==> src/include/fetch_cfg.svh <==
// fetch stage configuration
// address width, word queue depth and memory request limit

`ifndef FETCH_CFG_SVH
`define FETCH_CFG_SVH

// instruction address width
`define FETCH_ADDR_W 32

// word entries in the fetch queue, power of two
`define FETCH_QUEUE_DEPTH 4

// granted requests still waiting for rvalid
`define FETCH_MAX_OUTSTANDING 2

`endif

==> src/design/fetch_pkg.sv <==
// fetch stage shared types
// pc and exception selects, vector offsets, queue count type and
// the rv32i opcodes that the rvc expander produces

`include "fetch_cfg.svh"

package fetch_pkg;

  // next fetch address source
  typedef enum logic [2:0] {
    PC_BOOT      = 3'd0,
    PC_JUMP      = 3'd1,
    PC_EXCEPTION = 3'd2,
    PC_ERET      = 3'd3,
    PC_DBG_NPC   = 3'd4
  } pc_sel_e;

  // exception vector source
  typedef enum logic [1:0] {
    EXC_PC_ILLINSN = 2'd0,
    EXC_PC_ECALL   = 2'd1,
    EXC_PC_IRQ     = 2'd2
  } exc_sel_e;

  // low byte of the handler address, upper bits come from boot_addr
  localparam logic [7:0] EXC_OFF_RST     = 8'h80;
  localparam logic [7:0] EXC_OFF_ILLINSN = 8'h84;
  localparam logic [7:0] EXC_OFF_ECALL   = 8'h88;

  // word count, wide enough to hold a full queue
  typedef logic [$clog2(`FETCH_QUEUE_DEPTH+1)-1:0] qcnt_t;

  // rv32i major opcodes
  localparam logic [6:0] OPC_LOAD   = 7'h03;
  localparam logic [6:0] OPC_OP_IMM = 7'h13;
  localparam logic [6:0] OPC_STORE  = 7'h23;
  localparam logic [6:0] OPC_OP     = 7'h33;
  localparam logic [6:0] OPC_LUI    = 7'h37;
  localparam logic [6:0] OPC_BRANCH = 7'h63;
  localparam logic [6:0] OPC_JAL    = 7'h6f;

endpackage

==> src/design/fetch_word_queue.sv <==
// fetch word queue
// buffers fetched words and presents one instruction window at the
// current pc, which may sit on any halfword

`timescale 1ns/10ps
`include "fetch_cfg.svh"

module fetch_word_queue (
  input  logic                     clk,
  input  logic                     rst_n,
  input  logic                     branch_i,
  input  logic [`FETCH_ADDR_W-1:0] branch_addr_i,
  input  logic                     wr_valid_i,
  input  logic [31:0]              wr_data_i,
  input  logic                     ready_i,
  output logic                     valid_o,
  output logic [31:0]              rdata_o,
  output logic [`FETCH_ADDR_W-1:0] addr_o,
  output fetch_pkg::qcnt_t         occupancy_o,
  output logic                     empty_o
);

  import fetch_pkg::*;

  localparam int DEPTH = `FETCH_QUEUE_DEPTH;
  localparam int PW    = $clog2(DEPTH);

  logic [31:0]              mem_q [DEPTH];
  logic [PW-1:0]            rptr_q, wptr_q, rptr_nx;
  qcnt_t                    cnt_q;
  logic [`FETCH_ADDR_W-1:0] addr_q;
  logic [31:0]              word0, word1;
  logic                     compr, pop, free;

  // ---------------------------------------------------------------------------
  // instruction window
  // ---------------------------------------------------------------------------
  assign rptr_nx = rptr_q + 1'b1;
  assign word0   = mem_q[rptr_q];
  assign word1   = mem_q[rptr_nx];

  // odd halfword pc takes the upper half of the head word and the lower
  // half of the next one
  assign rdata_o = addr_q[1] ? {word1[15:0], word0[31:16]} : word0;
  assign compr   = (rdata_o[1:0] != 2'b11);

  // a misaligned 32-bit instruction needs two words in the queue
  assign valid_o = (cnt_q != '0) && (!addr_q[1] || compr || (cnt_q > 1));

  assign pop  = ready_i & valid_o;
  // head word is used up unless a compressed insn leaves its upper half
  assign free = pop & (addr_q[1] | ~compr);

  assign addr_o      = addr_q;
  assign occupancy_o = cnt_q;
  assign empty_o     = (cnt_q == '0);

  // ---------------------------------------------------------------------------
  // pointers, count and pc
  // ---------------------------------------------------------------------------
  always_ff @(posedge clk or negedge rst_n) begin
    if (!rst_n) begin
      rptr_q <= '0;
      wptr_q <= '0;
      cnt_q  <= '0;
      addr_q <= '0;
    end else if (branch_i) begin
      // flush, keep bit 1 so the first halfword can be skipped
      rptr_q <= '0;
      wptr_q <= '0;
      cnt_q  <= '0;
      addr_q <= {branch_addr_i[`FETCH_ADDR_W-1:1], 1'b0};
    end else begin
      if (wr_valid_i) begin
        wptr_q <= wptr_q + 1'b1;
      end
      if (free) begin
        rptr_q <= rptr_nx;
      end
      if (pop) begin
        addr_q <= addr_q + (compr ? `FETCH_ADDR_W'(2) : `FETCH_ADDR_W'(4));
      end
      cnt_q <= cnt_q + qcnt_t'(wr_valid_i) - qcnt_t'(free);
    end
  end

  // word storage
  always_ff @(posedge clk) begin
    if (wr_valid_i && !branch_i) begin
      mem_q[wptr_q] <= wr_data_i;
    end
  end

endmodule

==> src/design/if_stage.sv <==
// instruction fetch stage
// next pc selection, prefetching, rvc expansion and the if/id
// pipeline register

`timescale 1ns/10ps
`include "fetch_cfg.svh"

module if_stage (
  input  logic                     clk,
  input  logic                     rst_n,
  input  logic [`FETCH_ADDR_W-1:0] boot_addr_i,
  input  logic                     req_i,
  // instruction memory
  output logic                     instr_req_o,
  output logic [`FETCH_ADDR_W-1:0] instr_addr_o,
  input  logic                     instr_gnt_i,
  input  logic                     instr_rvalid_i,
  input  logic [31:0]              instr_rdata_i,
  // if/id register towards decode
  output logic                     instr_valid_id_o,
  output logic [31:0]              instr_rdata_id_o,
  output logic                     is_compressed_id_o,
  output logic                     illegal_c_insn_id_o,
  output logic [`FETCH_ADDR_W-1:0] pc_if_o,
  output logic [`FETCH_ADDR_W-1:0] pc_id_o,
  // control from decode and the controller
  input  logic                     clear_instr_valid_i,
  input  logic                     pc_set_i,
  input  logic [`FETCH_ADDR_W-1:0] exception_pc_reg_i,
  input  fetch_pkg::pc_sel_e       pc_mux_i,
  input  fetch_pkg::exc_sel_e      exc_pc_mux_i,
  input  logic [4:0]               exc_vec_pc_mux_i,
  input  logic [`FETCH_ADDR_W-1:0] jump_target_ex_i,
  input  logic [`FETCH_ADDR_W-1:0] dbg_jump_addr_i,
  input  logic                     halt_if_i,
  input  logic                     id_ready_i,
  output logic                     if_valid_o,
  output logic                     if_busy_o,
  output logic                     perf_imiss_o
);

  import fetch_pkg::*;

  logic [`FETCH_ADDR_W-1:0] exc_pc, fetch_addr_n, fetch_addr;
  logic                     init_q, init_d;
  logic                     branch_req, valid;
  logic                     fetch_valid, fetch_ready;
  logic [31:0]              fetch_rdata, instr_exp;
  logic                     exp_compressed, exp_illegal;
  logic                     prefetch_busy;

  // ---------------------------------------------------------------------------
  // next pc
  // ---------------------------------------------------------------------------
  // handler address, low byte replaced on top of boot_addr
  always_comb begin
    exc_pc = '0;
    unique case (exc_pc_mux_i)
      EXC_PC_ILLINSN: exc_pc = {boot_addr_i[`FETCH_ADDR_W-1:8], EXC_OFF_ILLINSN};
      EXC_PC_ECALL:   exc_pc = {boot_addr_i[`FETCH_ADDR_W-1:8], EXC_OFF_ECALL};
      // vectored irq, one word per line
      EXC_PC_IRQ:     exc_pc = {boot_addr_i[`FETCH_ADDR_W-1:8], 1'b0,
                                exc_vec_pc_mux_i, 2'b00};
      default: ;
    endcase
  end

  always_comb begin
    fetch_addr_n = '0;
    unique case (pc_mux_i)
      PC_BOOT:      fetch_addr_n = {boot_addr_i[`FETCH_ADDR_W-1:8], EXC_OFF_RST};
      PC_JUMP:      fetch_addr_n = jump_target_ex_i;
      PC_EXCEPTION: fetch_addr_n = exc_pc;
      PC_ERET:      fetch_addr_n = exception_pc_reg_i;
      PC_DBG_NPC:   fetch_addr_n = dbg_jump_addr_i;
      default: ;
    endcase
  end

  prefetch_unit prefetch_unit_i (
    .clk            (clk),
    .rst_n          (rst_n),
    .req_i          (req_i),
    .branch_i       (branch_req),
    .branch_addr_i  ({fetch_addr_n[`FETCH_ADDR_W-1:1], 1'b0}),
    .ready_i        (fetch_ready),
    .valid_o        (fetch_valid),
    .rdata_o        (fetch_rdata),
    .addr_o         (fetch_addr),
    .instr_req_o    (instr_req_o),
    .instr_addr_o   (instr_addr_o),
    .instr_gnt_i    (instr_gnt_i),
    .instr_rvalid_i (instr_rvalid_i),
    .instr_rdata_i  (instr_rdata_i),
    .busy_o         (prefetch_busy)
  );

  // ---------------------------------------------------------------------------
  // redirect control
  // ---------------------------------------------------------------------------
  // after reset wait for req_i, then redirect once to the boot pc
  always_comb begin
    init_d     = init_q;
    branch_req = 1'b0;
    valid      = 1'b0;
    if (init_q) begin
      if (req_i) begin
        branch_req = 1'b1;
        init_d     = 1'b0;
      end
    end else begin
      valid = fetch_valid;
    end
    // a pc_set always wins, the window at the old pc is dropped
    if (pc_set_i) begin
      valid      = 1'b0;
      branch_req = 1'b1;
      init_d     = 1'b0;
    end
  end

  always_ff @(posedge clk or negedge rst_n) begin
    if (!rst_n) begin
      init_q <= 1'b1;
    end else begin
      init_q <= init_d;
    end
  end

  assign if_valid_o   = valid & id_ready_i & ~halt_if_i;
  assign fetch_ready  = if_valid_o;
  assign pc_if_o      = fetch_addr;
  assign if_busy_o    = prefetch_busy;
  assign perf_imiss_o = ~fetch_valid | branch_req;

  rvc_expander rvc_expander_i (
    .instr_i         (fetch_rdata),
    .instr_o         (instr_exp),
    .is_compressed_o (exp_compressed),
    .illegal_instr_o (exp_illegal)
  );

  // ---------------------------------------------------------------------------
  // if/id register, frozen while decode stalls
  // ---------------------------------------------------------------------------
  always_ff @(posedge clk or negedge rst_n) begin
    if (!rst_n) begin
      instr_valid_id_o <= 1'b0;
    end else if (if_valid_o) begin
      instr_valid_id_o <= 1'b1;
    end else if (clear_instr_valid_i) begin
      instr_valid_id_o <= 1'b0;
    end
  end

  always_ff @(posedge clk) begin
    if (if_valid_o) begin
      instr_rdata_id_o    <= instr_exp;
      is_compressed_id_o  <= exp_compressed;
      illegal_c_insn_id_o <= exp_illegal;
      pc_id_o             <= fetch_addr;
    end
  end

endmodule

==> src/design/prefetch_unit.sv <==
// instruction prefetch unit
// issues req/gnt/rvalid word requests ahead of the pc, drops responses
// from before a redirect and feeds the word queue

`timescale 1ns/10ps
`include "fetch_cfg.svh"

module prefetch_unit (
  input  logic                     clk,
  input  logic                     rst_n,
  input  logic                     req_i,
  input  logic                     branch_i,
  input  logic [`FETCH_ADDR_W-1:0] branch_addr_i,
  input  logic                     ready_i,
  output logic                     valid_o,
  output logic [31:0]              rdata_o,
  output logic [`FETCH_ADDR_W-1:0] addr_o,
  output logic                     instr_req_o,
  output logic [`FETCH_ADDR_W-1:0] instr_addr_o,
  input  logic                     instr_gnt_i,
  input  logic                     instr_rvalid_i,
  input  logic [31:0]              instr_rdata_i,
  output logic                     busy_o
);

  import fetch_pkg::*;

  logic [`FETCH_ADDR_W-1:0] addr_q, addr_d, br_addr_q, br_addr_d, br_word;
  logic                     br_pend_q, br_pend_d;
  logic                     en_q, hold_q;
  qcnt_t                    out_q, out_d, stale_q, stale_d, queue_occ;
  logic [3:0]               fill;
  logic                     issue, drop, wr_valid;

  fetch_word_queue word_queue_i (
    .clk           (clk),
    .rst_n         (rst_n),
    .branch_i      (branch_i),
    .branch_addr_i (branch_addr_i),
    .wr_valid_i    (wr_valid),
    .wr_data_i     (instr_rdata_i),
    .ready_i       (ready_i),
    .valid_o       (valid_o),
    .rdata_o       (rdata_o),
    .addr_o        (addr_o),
    .occupancy_o   (queue_occ),
    .empty_o       ()
  );

  // ---------------------------------------------------------------------------
  // request side
  // ---------------------------------------------------------------------------
  // every granted word must still fit once it lands
  assign fill = {1'b0, out_q} + {1'b0, queue_occ};

  // an ungranted request stays up, new ones only after the first redirect
  assign instr_req_o = hold_q |
                       (en_q & req_i & (out_q < `FETCH_MAX_OUTSTANDING) &
                        (fill < `FETCH_QUEUE_DEPTH));
  assign instr_addr_o = addr_q;
  assign issue        = instr_req_o & instr_gnt_i;
  assign br_word      = {branch_addr_i[`FETCH_ADDR_W-1:2], 2'b00};

  // responses from before the last redirect never reach the queue
  assign drop     = instr_rvalid_i & ((stale_q != '0) | branch_i);
  assign wr_valid = instr_rvalid_i & ~drop;
  assign busy_o   = instr_req_o | (out_q != '0);

  always_comb begin
    addr_d    = addr_q;
    br_addr_d = br_addr_q;
    br_pend_d = br_pend_q;
    out_d     = out_q + qcnt_t'(issue) - qcnt_t'(instr_rvalid_i);
    stale_d   = stale_q + qcnt_t'(issue & br_pend_q)
                - qcnt_t'(instr_rvalid_i & (stale_q != '0));

    if (branch_i) begin
      // everything in flight now belongs to the old stream
      stale_d = out_d;
      if (instr_req_o && !instr_gnt_i) begin
        // old address must stay on the bus until granted
        br_pend_d = 1'b1;
        br_addr_d = br_word;
      end else begin
        br_pend_d = 1'b0;
        addr_d    = br_word;
      end
    end else if (issue) begin
      if (br_pend_q) begin
        br_pend_d = 1'b0;
        addr_d    = br_addr_q;
      end else begin
        addr_d = addr_q + `FETCH_ADDR_W'(4);
      end
    end
  end

  always_ff @(posedge clk or negedge rst_n) begin
    if (!rst_n) begin
      addr_q    <= '0;
      br_addr_q <= '0;
      br_pend_q <= 1'b0;
      en_q      <= 1'b0;
      hold_q    <= 1'b0;
      out_q     <= '0;
      stale_q   <= '0;
    end else begin
      addr_q    <= addr_d;
      br_addr_q <= br_addr_d;
      br_pend_q <= br_pend_d;
      en_q      <= en_q | branch_i;
      hold_q    <= instr_req_o & ~instr_gnt_i;
      out_q     <= out_d;
      stale_q   <= stale_d;
    end
  end

endmodule

==> src/design/rvc_expander.sv <==
// compressed instruction expander
// maps a subset of rvc to rv32i, other 16-bit encodings are flagged
// illegal and passed through

`timescale 1ns/10ps

module rvc_expander (
  input  logic [31:0] instr_i,
  output logic [31:0] instr_o,
  output logic        is_compressed_o,
  output logic        illegal_instr_o
);

  import fetch_pkg::*;

  assign is_compressed_o = (instr_i[1:0] != 2'b11);

  always_comb begin
    // 32-bit and unsupported encodings pass through unchanged
    instr_o         = instr_i;
    illegal_instr_o = 1'b0;

    unique case (instr_i[1:0])
      // -----------------------------------------------------------------------
      // quadrant 0, rd'/rs1'/rs2' select x8..x15
      // -----------------------------------------------------------------------
      2'b00: begin
        unique case (instr_i[15:13])
          3'b010: begin
            // c.lw -> lw rd', uimm(rs1')
            instr_o = {5'b0, instr_i[5], instr_i[12:10], instr_i[6], 2'b00,
                       2'b01, instr_i[9:7], 3'b010, 2'b01, instr_i[4:2], OPC_LOAD};
          end
          3'b110: begin
            // c.sw -> sw rs2', uimm(rs1')
            instr_o = {5'b0, instr_i[5], instr_i[12], 2'b01, instr_i[4:2],
                       2'b01, instr_i[9:7], 3'b010, instr_i[11:10], instr_i[6],
                       2'b00, OPC_STORE};
          end
          default: illegal_instr_o = 1'b1;
        endcase
      end

      // -----------------------------------------------------------------------
      // quadrant 1
      // -----------------------------------------------------------------------
      2'b01: begin
        unique case (instr_i[15:13])
          3'b000: begin
            // c.addi, c.nop is rd = x0
            instr_o = {{6{instr_i[12]}}, instr_i[12], instr_i[6:2], instr_i[11:7],
                       3'b000, instr_i[11:7], OPC_OP_IMM};
          end
          3'b010: begin
            // c.li -> addi rd, x0, imm
            instr_o = {{6{instr_i[12]}}, instr_i[12], instr_i[6:2], 5'b0,
                       3'b000, instr_i[11:7], OPC_OP_IMM};
          end
          3'b011: begin
            // c.lui, rd = x2 would be c.addi16sp
            instr_o = {{15{instr_i[12]}}, instr_i[6:2], instr_i[11:7], OPC_LUI};
            if (instr_i[11:7] == 5'd2 || {instr_i[12], instr_i[6:2]} == 6'b0) begin
              illegal_instr_o = 1'b1;
              instr_o         = instr_i;
            end
          end
          3'b101: begin
            // c.j -> jal x0, offset
            instr_o = {instr_i[12], instr_i[8], instr_i[10:9], instr_i[6],
                       instr_i[7], instr_i[2], instr_i[11], instr_i[5:3],
                       instr_i[12], {8{instr_i[12]}}, 5'b0, OPC_JAL};
          end
          3'b110, 3'b111: begin
            // c.beqz / c.bnez, funct3 low bit comes from bit 13
            instr_o = {instr_i[12], {3{instr_i[12]}}, instr_i[6:5], instr_i[2],
                       5'b0, 2'b01, instr_i[9:7], 2'b00, instr_i[13],
                       instr_i[11:10], instr_i[4:3], instr_i[12], OPC_BRANCH};
          end
          default: illegal_instr_o = 1'b1;
        endcase
      end

      // -----------------------------------------------------------------------
      // quadrant 2, only c.mv and c.add
      // -----------------------------------------------------------------------
      2'b10: begin
        if (instr_i[15:13] == 3'b100 && instr_i[6:2] != 5'b0) begin
          // bit 12 picks c.add (rd + rs2) over c.mv (x0 + rs2)
          instr_o = {7'b0, instr_i[6:2], instr_i[12] ? instr_i[11:7] : 5'b0,
                     3'b000, instr_i[11:7], OPC_OP};
        end else begin
          illegal_instr_o = 1'b1;
        end
      end

      default: ;
    endcase
  end

endmodule

==> config.mk <==
export PLATFORM = sky130hd
export DESIGN_NAME = if_stage
export DESIGN_NICKNAME = d
export VERILOG_FILES = /design/src/design/fetch_pkg.sv /design/src/design/fetch_word_queue.sv /design/src/design/if_stage.sv /design/src/design/prefetch_unit.sv /design/src/design/rvc_expander.sv
export VERILOG_INCLUDE_DIRS = /design/src /design/src/include
export SDC_FILE = /design/constraint.sdc
export NUM_CORES = 1
export LEC_CHECK = 0
export BUFFER_PORTS_ARGS = -buffer_cell sky130_fd_sc_hd__buf_2
export CAP_MARGIN = 0
export CORE_MARGIN = 1.5
export CORE_UTILIZATION = 51
export DETAILED_ROUTE_END_ITERATION = 16
export MAX_ROUTING_LAYER = met4
export PLACE_DENSITY = 0.76
export SETUP_SLACK_MARGIN = 0.15
export SLEW_MARGIN = 20
export SYNTH_ARGS = -nofsm -noshare
export SYNTH_HDL_FRONTEND = slang
export SYNTH_SLANG_ARGS = --single-unit
==> constraint.sdc <==
create_clock -name clk -period 5.8 [get_ports clk]
set_input_delay 0.29 -clock clk [delete_from_list [all_inputs] [get_ports clk]]
set_output_delay 0.29 -clock clk [all_outputs]
set_load 0.005 [all_outputs]
Yosys cells after proc, flatten, opt, wreduce, memory -nomap -nowiden
Memory sizes are Yosys's and may differ from the RTL's.
Cells that the tools add are included.
{"block": "totals", "output_inout_bits": 135, "input_bits": 179, "mem_count": 1, "regBits": 178, "ram_bits": 128, "latchBits": 0, "mem_bits_ro": 0}
{"block": "op_classes", "n_div": 0, "shifts": 0, "n_lt_le_gt_ge": 3, "n_reduce_logical": 29, "n_mul": 0, "bitwise_logic": 24, "eq_ne": 17, "add_sub_neg": 11, "n_mux": 42}
{"memory": "prefetch_unit_i.word_queue_i.mem_q", "depth": 4, "word_bits": 32, "rd": 2, "rd_clocked_by_memory_dff": 0, "wr": 1, "line": "fetch_word_queue.sv:28", "text": "logic [31:0] mem_q [DEPTH];"}
{"op": "case mux 32 bit (5 select lines)", "count": 2}
{"op": "2-to-1 mux 32 bit", "count": 9}
{"op": "case mux 32 bit (3 select lines)", "count": 2}
{"op": "case mux 32 bit (2 select lines)", "count": 1}
{"op": "adder 32 x 3 -> 32 bit", "count": 1}
{"op": "adder 32 x 3 -> 32 bit, second input constant", "count": 1}
{"op": "2-to-1 mux 1 bit", "count": 18}
{"op": "equality test 3 bit, second input constant", "count": 5}
{"op": "AND 1 bit", "count": 13}
{"op": "equality test 3 x 2 -> 1 bit, second input constant", "count": 4}
{"op": "nonzero test 2 bit", "count": 5}
{"op": "2-to-1 mux 3 bit", "count": 3}
{"op": "nonzero test 3 bit", "count": 3}
{"op": "2-to-1 mux 2 bit", "count": 4}
{"op": "adder 3 x 1 -> 3 bit", "count": 2}
{"op": "zero test 3 bit", "count": 2}
{"op": "zero test 6 bit", "count": 1}
{"op": "OR 1 bit", "count": 6}
{"op": "subtractor 3 x 1 -> 3 bit", "count": 2}
{"op": "equality test 5 x 2 -> 1 bit, second input constant", "count": 1}
{"op": "2-to-1 mux 5 bit", "count": 1}
{"op": "NOT 1 bit", "count": 5}
{"op": "nonzero test 5 bit", "count": 1}
{"op": "OR reduction 5 bit", "count": 1}
{"op": "19 further kinds", "count": 33}

Logic depth before layout (Yosys ltp)
An unclocked memory read counts as a cell.
{"block": "logic_depth", "word_depth": 15, "ltp_mapped": 20, "ltp_nobuf": 16}

Modules after synthesis
From an unflattened synthesis, not the netlist that was laid out.
{"block": "unflattened", "cells_unflattened": 1432, "area_unflattened_um2": 16279.4}
{"module": "fetch_word_queue", "seq_area_each_um2": 4794.6, "cells_each": 553, "area_per_inst_um2": 7828.8, "instances": 1}
{"module": "prefetch_unit", "seq_area_each_um2": 1726.7, "cells_each": 426, "area_per_inst_um2": 4065.1, "instances": 1}
{"module": "if_stage", "seq_area_each_um2": 2033.2, "cells_each": 201, "area_per_inst_um2": 2904.0, "instances": 1}
{"module": "rvc_expander", "seq_area_each_um2": 0.0, "cells_each": 252, "area_per_inst_um2": 1481.4, "instances": 1}

Worst setup path before layout
Ideal clock, no wire load.
{"block": "synth_timing", "path_type": "register to register", "start": "register prefetch_unit_i.word_queue_i.rptr_q[0]", "end": "register prefetch_unit_i.word_queue_i.addr_q[25], in the netlist prefetch_unit_i.word_queue_i.addr_o[25]", "path_buffers": 4, "synth_period_minus_slack_ps": 5388, "setup_ps": 121, "arrival_ps": 5266, "setup_slack_ps": 412, "stages_incl_launch_ff": 16, "path_cell_list": "dfrtp_1 > buf_6 > buf_8 > mux4_2 > and2_1 > or2_2 > clkbuf_1 > nand2_1 > inv_1 > ha_1 > a32oi_1 > nand2_1 > clkinv_1 > clkbuf_1 > a31oi_1 > o22a_1"}
{"block": "synth_via", "elab_chain_cells": 12, "elab_cells_between_ends": 16, "cone_classes": "add/sub: 1; eq/ne: 1; mux: 6; bitwise: 3; reduce/logical: 4; memory: 1"}
{"item": "start, declared", "line": "fetch_word_queue.sv:29", "text": "logic [PW-1:0] rptr_q, wptr_q, rptr_nx;"}
{"item": "start signal, assigned", "line": "fetch_word_queue.sv:78", "text": "rptr_q <= rptr_nx;"}
{"item": "memory (4 x 32 bit)"}
{"item": "2-to-1 mux 32 bit", "line": "fetch_word_queue.sv:44", "text": "assign rdata_o = addr_q[1] ? {word1[15:0], word0[31:16]} : word0;"}
{"item": "inequality test 2 bit"}
{"item": "net exp_compressed", "line": "if_stage.sv:49", "text": "logic exp_compressed, exp_illegal;"}
{"item": "logical OR 1 bit (2 in series)", "line": "fetch_word_queue.sv:48", "text": "assign valid_o = (cnt_q != '0) && (!addr_q[1] || compr || (cnt_q > 1));"}
{"item": "logical AND 1 bit", "line": "fetch_word_queue.sv:48"}
{"item": "2-to-1 mux 1 bit", "line": "if_stage.sv:106", "text": "if (init_q) begin"}
{"item": "2-to-1 mux 1 bit", "line": "if_stage.sv:115", "text": "if (pc_set_i) begin"}
{"item": "AND 1 bit (2 in series)", "line": "if_stage.sv:130", "text": "assign if_valid_o = valid & id_ready_i & ~halt_if_i;"}
{"item": "net if_valid_o", "line": "if_stage.sv:37", "text": "output logic if_valid_o,"}
{"item": "AND 1 bit", "line": "fetch_word_queue.sv:50", "text": "assign pop = ready_i & valid_o;"}
{"item": "nonzero test 2 bit (no line)"}
{"item": "end signal, assigned", "line": "fetch_word_queue.sv:72", "text": "addr_q <= {branch_addr_i[`FETCH_ADDR_W-1:1], 1'b0};"}
{"item": "end signal, assigned", "line": "fetch_word_queue.sv:81", "text": "addr_q <= addr_q + (compr ? `FETCH_ADDR_W'(2) : `FETCH_ADDR_W'(4));"}
{"item": "end, declared", "line": "fetch_word_queue.sv:31", "text": "logic [`FETCH_ADDR_W-1:0] addr_q;"}
The timed path passes the listed nets, and every way through them passes these cells. The select of a mux whose other input is x is not followed.
A chain may end at the register's enable or synchronous reset.

Worst setup path after layout
{"block": "layout_timing", "start": "register prefetch_unit_i.word_queue_i.rptr_q[1]", "end": "register prefetch_unit_i.word_queue_i.addr_q[25], in the netlist prefetch_unit_i.word_queue_i.addr_o[25]"}
{"block": "layout_via", "elab_chain_cells": 12, "elab_cells_between_ends": 16, "cone_classes": "add/sub: 1; eq/ne: 1; mux: 6; bitwise: 3; reduce/logical: 4; memory: 1"}
{"item": "memory (4 x 32 bit) *"}
{"item": "2-to-1 mux 32 bit *", "line": "fetch_word_queue.sv:44"}
{"item": "inequality test 2 bit *"}
{"item": "net exp_compressed", "line": "if_stage.sv:49"}
{"item": "parallel branches: the longest is 9 deep, another holds adder 32 x 3 -> 32 bit"}
Mark *: on every way through the listed nets, which the timed path passes. The select of a mux whose other input is x is not followed.

==> results.md <==
* RSZ-0062 raised after global routing: false
* Part of the power in combinational logic at 22.1%
* H-Tree Depth at 1
* Max FO, Critical Path at 18
* Commonest non-fill, non-tap cell in the layout: buf_2
* # DRC at 0
* Sink Count at roughly 300
* Die Height at approximately 180 microns
* Total core area at 30670 sq um
* Post-CTS sizing at 0
* Mapped cell area at around 16000 sq um
* Leak pwr at 7.558 nW
* Final setup viols at 0
* Area grow syn2layout at 20.76%
* First-pass GRT wire length at 77920 microns
* Initial Utilization at roughly half
* Clock skew at between 0.015 and 0.02 ns
* Cell taking the most area after synthesis: edfxtp_1
* Status: finished, final reports clean
* Post-DRT Antenna Nets at 0
* Crit path required time at ~6.3 ns
* #FFs+latches synth at between 300 and 400
* R2R setup slack at 1.02 ns
* Arr. time, crit path at approximately 5.3 ns
* DP HPWL at about 36000 microns
* Worst-Skew Late Latency at ~0.58 ns
* Met1 Usage GRT at 40.04%
* Synth area leaders: edfxtp_1, dfrtp_1, mux4_2
* Unique cell type count in the Yosys netlist at between 80 and 90
* Reported net switching power at 1.860 mW
* DP Area at between 15000 and 20000 sq um
* VDD IR max at about 270 uV
* Critical path type: reg -> reg
* Drt wl/cell at between 20 and 25 microns
* GRT Util Overall at between 30% and 40%
* Clock power frac at approximately a third
* Power per standard cell area at 315.7 nW/um^2
* Vias in the first global route at between 10000 and 15000
* Die ar. at roughly 32000 sq um
* P_int at roughly 4.2 mW
* Hold Path Sink: prefetch_unit_i.word_queue_i.wptr_q[1]
* R2R Path End: prefetch_unit_i.word_queue_i.addr_o[25]
* Max clock buf depth at 3
* Synthesis Warnings at 0
* Min-delay worst type: in -> reg
* GR Util met3 at roughly 4.3%
* Max-Cap Viols at 0
* Worst reg2reg path startpoint: prefetch_unit_i.word_queue_i.rptr_q[1]
* Rel. slew slack at about a third
* Fin crit share at between 80% and 90%
* Number of synthesized flops with an enable pin at between 150 and 200
* Sequential share of power at between 40% and 50%
* Port-buffer cells at 298
* Reg clk slew, reported paths at roughly 0.06 ns
* Top FF cell, synth: edfxtp_1
* Area share of the largest cell type after synthesis at between 30% and 40%
* Layout Nets at around 1900
* Pin count of the biggest net entering global routing at 83
* Post-Route WL at between 50000 and 60000 microns
* # IOs at ~310
* CP Launch Type: flip-flop
* First-pass iteration count of the detailed router at 7
* Layout cells sized above 1 at between 20 and 30%
* Cts bufs inserted at 31
* Standard-cell rows at between 60 and 70
* Avg Inst Size Synth at approximately 11 sq um
* Switching Share at 30.69%
* Via/cell ratio at 6.272
* GRT Residual Overflow at 0
* Met2 usage at 52.12%
* Die X at around 180 microns
* Vias at ~14000
* Kind of end point of the critical path: flip-flop
* Hold Fails Final Rpt at 0
* Pins Over Slew Limit at 0
* Worst-margin pin slew at slightly above 1 ns
* Layer with the highest usage: met2
* CTS tree: done
* Worst hold stages at 3
* Syn Inst Count at 1419
* Most frequent cells in the layout: buf_2, edfxtp_1, nand2_1, nor2_1, dfrtp_1
* FMAX at 209.1 MHz
* R2R depth at 13
* Clock Tree Root: clkbuf_16
* Detailed Route Iter0 Violations at ~1500
* Initial antenna violation count at 2
* Crit path time final at about 4.8 ns
* Design Area, Final at 19200 sq um
* Asr flop ratio synth at ~36%
* Hold_sp: instr_rvalid_i
* Final setup TNS at 0 ns
* Placer Congestion at between 0.9 and 1
* Seq/Total Area, Yosys at roughly 54%
==> worst max path at each step <==
stage                                                start                                      end  slack [ns]  depth (start not counted)
CTS                 prefetch_unit_i.word_queue_i.rptr_q[1]  prefetch_unit_i.word_queue_i.addr_o[31]        1.08                         13
detailed placement  prefetch_unit_i.word_queue_i.rptr_q[1]  prefetch_unit_i.word_queue_i.addr_o[25]        1.10                         13
finish              prefetch_unit_i.word_queue_i.rptr_q[1]  prefetch_unit_i.word_queue_i.addr_o[25]        1.02                         13
floorplan           prefetch_unit_i.word_queue_i.rptr_q[0]  prefetch_unit_i.word_queue_i.addr_o[25]        0.41                         15
global placement    prefetch_unit_i.word_queue_i.rptr_q[1]  prefetch_unit_i.word_queue_i.addr_o[31]        1.19                         13
global route        prefetch_unit_i.word_queue_i.rptr_q[1]  prefetch_unit_i.word_queue_i.addr_o[31]        0.89                         13
==> routing by layer <==
layer  vias to the layer above  share of wire, %
li1                       6038                 -
met5                         -                 0
met4                         0               4.5
met2                       759                49
met3                       140               7.9
met1                      6604                38
==> through the flow <==
stage / instances / hold WS (ns) / worst slack (ns) / power (mW) / utilization (%)
floorplan: 1422 / -0.005591 / 0.4125 / 3.559 / -
global placement: 2064 / 0.2650 / 1.186 / 4.058 / 58.13
detailed placement: 2064 / 0.2673 / 1.104 / 4.091 / 58.13
CTS: 2157 / 0.009490 / 1.082 / 6.053 / 62.54
global route: 2159 / 0.03005 / 0.8916 / 6.327 / 62.59
finish: 2159 / 0.02184 / 1.018 / 6.060 / 62.59
==> layout make-up <==
cell class,instances,area [sq um]
Timing Repair Buffer,371,2157
Fill cell,2448,11470
Clock buffer,33,783.3
Sequential cell,302,8529
Multi-Input combinational cell,995,6882
Antenna cell,2,5.005
Tap cell,396,495.5
Clock inverter,24,207.7
Inverter,36,136.4
==> timing repair <==
action / 4_1_cts / 5_1_grt
endpoints found under the hold margin: 162 / 0
hold buffers: 36 / 0
buffers inserted: 0 / 0
==> registers in the layout, indices dropped and copies added, names as in the netlist, 30 cells and up <==
name and flops:
prefetch_unit_i.word_queue_i.addr_o 31, prefetch_unit_i.br_addr_q 30, prefetch_unit_i.word_queue_i.mem_q 128, pc_id_o 31, prefetch_unit_i.instr_addr_o 30, instr_rdata_id_o 32
==> kinds of logic (layout without fill, tap and decap cells) <==
| kind of cell | Yosys count | count (layout) | share of synthesized area [%] |
|---|---|---|---|
| simple gates | 431 | 431 | 12.85 |
| xor+xnor | 28 | 28 | 1.543 |
| compound gates | 396 | 396 | 16.43 |
| mux | 113 | 113 | 10.13 |
| other cells | 1 | 6 | 0.02359 |
| flops | 302 | 302 | 53.62 |
| buf+inv | 125 | 464 | 3.408 |
| fa+ha+maj | 23 | 23 | 1.999 |
==> power groups by stage <==
stage | clock network (mW) | logic (mW) | registers [mW]
after floorplan | 0 | 0.812 | 2.75
after global placement | 0 | 1.27 | 2.79
after detailed placement | 0 | 1.29 | 2.80
after CTS | 1.97 | 1.32 | 2.76
after global routing | 2.07 | 1.47 | 2.79
final | 1.96 | 1.34 | 2.76
==> worst max-delay path, stage by stage, from the launching register on <==
cell,delay (ns)
dfrtp_2,0.67
mux4_2,0.41
and2_1,0.21
or2_2,0.42
nand2_1,0.11
buf_4,0.19
ha_1,0.21
inv_1,0.06
fa_1,0.43
or4_1,0.72
nor3_2,0.59
and4_1,0.30
a31oi_1,0.10
o22a_1,0.22
==> synth_stat cells (4+ instances only) <==
library cell and count:
a211oi_1 7, a21o_1 7, a21oi_1 105, a222oi_1 27
a22o_1 19, a22oi_1 8, a31oi_1 25, a41oi_1 6
and2_1 15, and3_1 11, and4_1 7, buf_1 9
buf_2 9, buf_4 7, clkbuf_1 59, dfrtp_1 108
edfxtp_1 193, fa_1 4, ha_1 19, inv_1 33
mux2_2 30, mux2i_1 47, mux4_2 35, nand2_1 145
nand2b_1 13, nand3_1 38, nand4_1 8, nor2_1 121
nor2b_1 7, nor3_1 22, nor4_1 7, o2111ai_1 5
o211ai_1 14, o21ai_0 92, o221ai_1 7, o22a_1 18
o22ai_1 20, o2bb2ai_1 4, o31ai_1 4, or2_2 14
xnor2_1 17, xor2_1 11
Power figures use the tool's default switching activity.
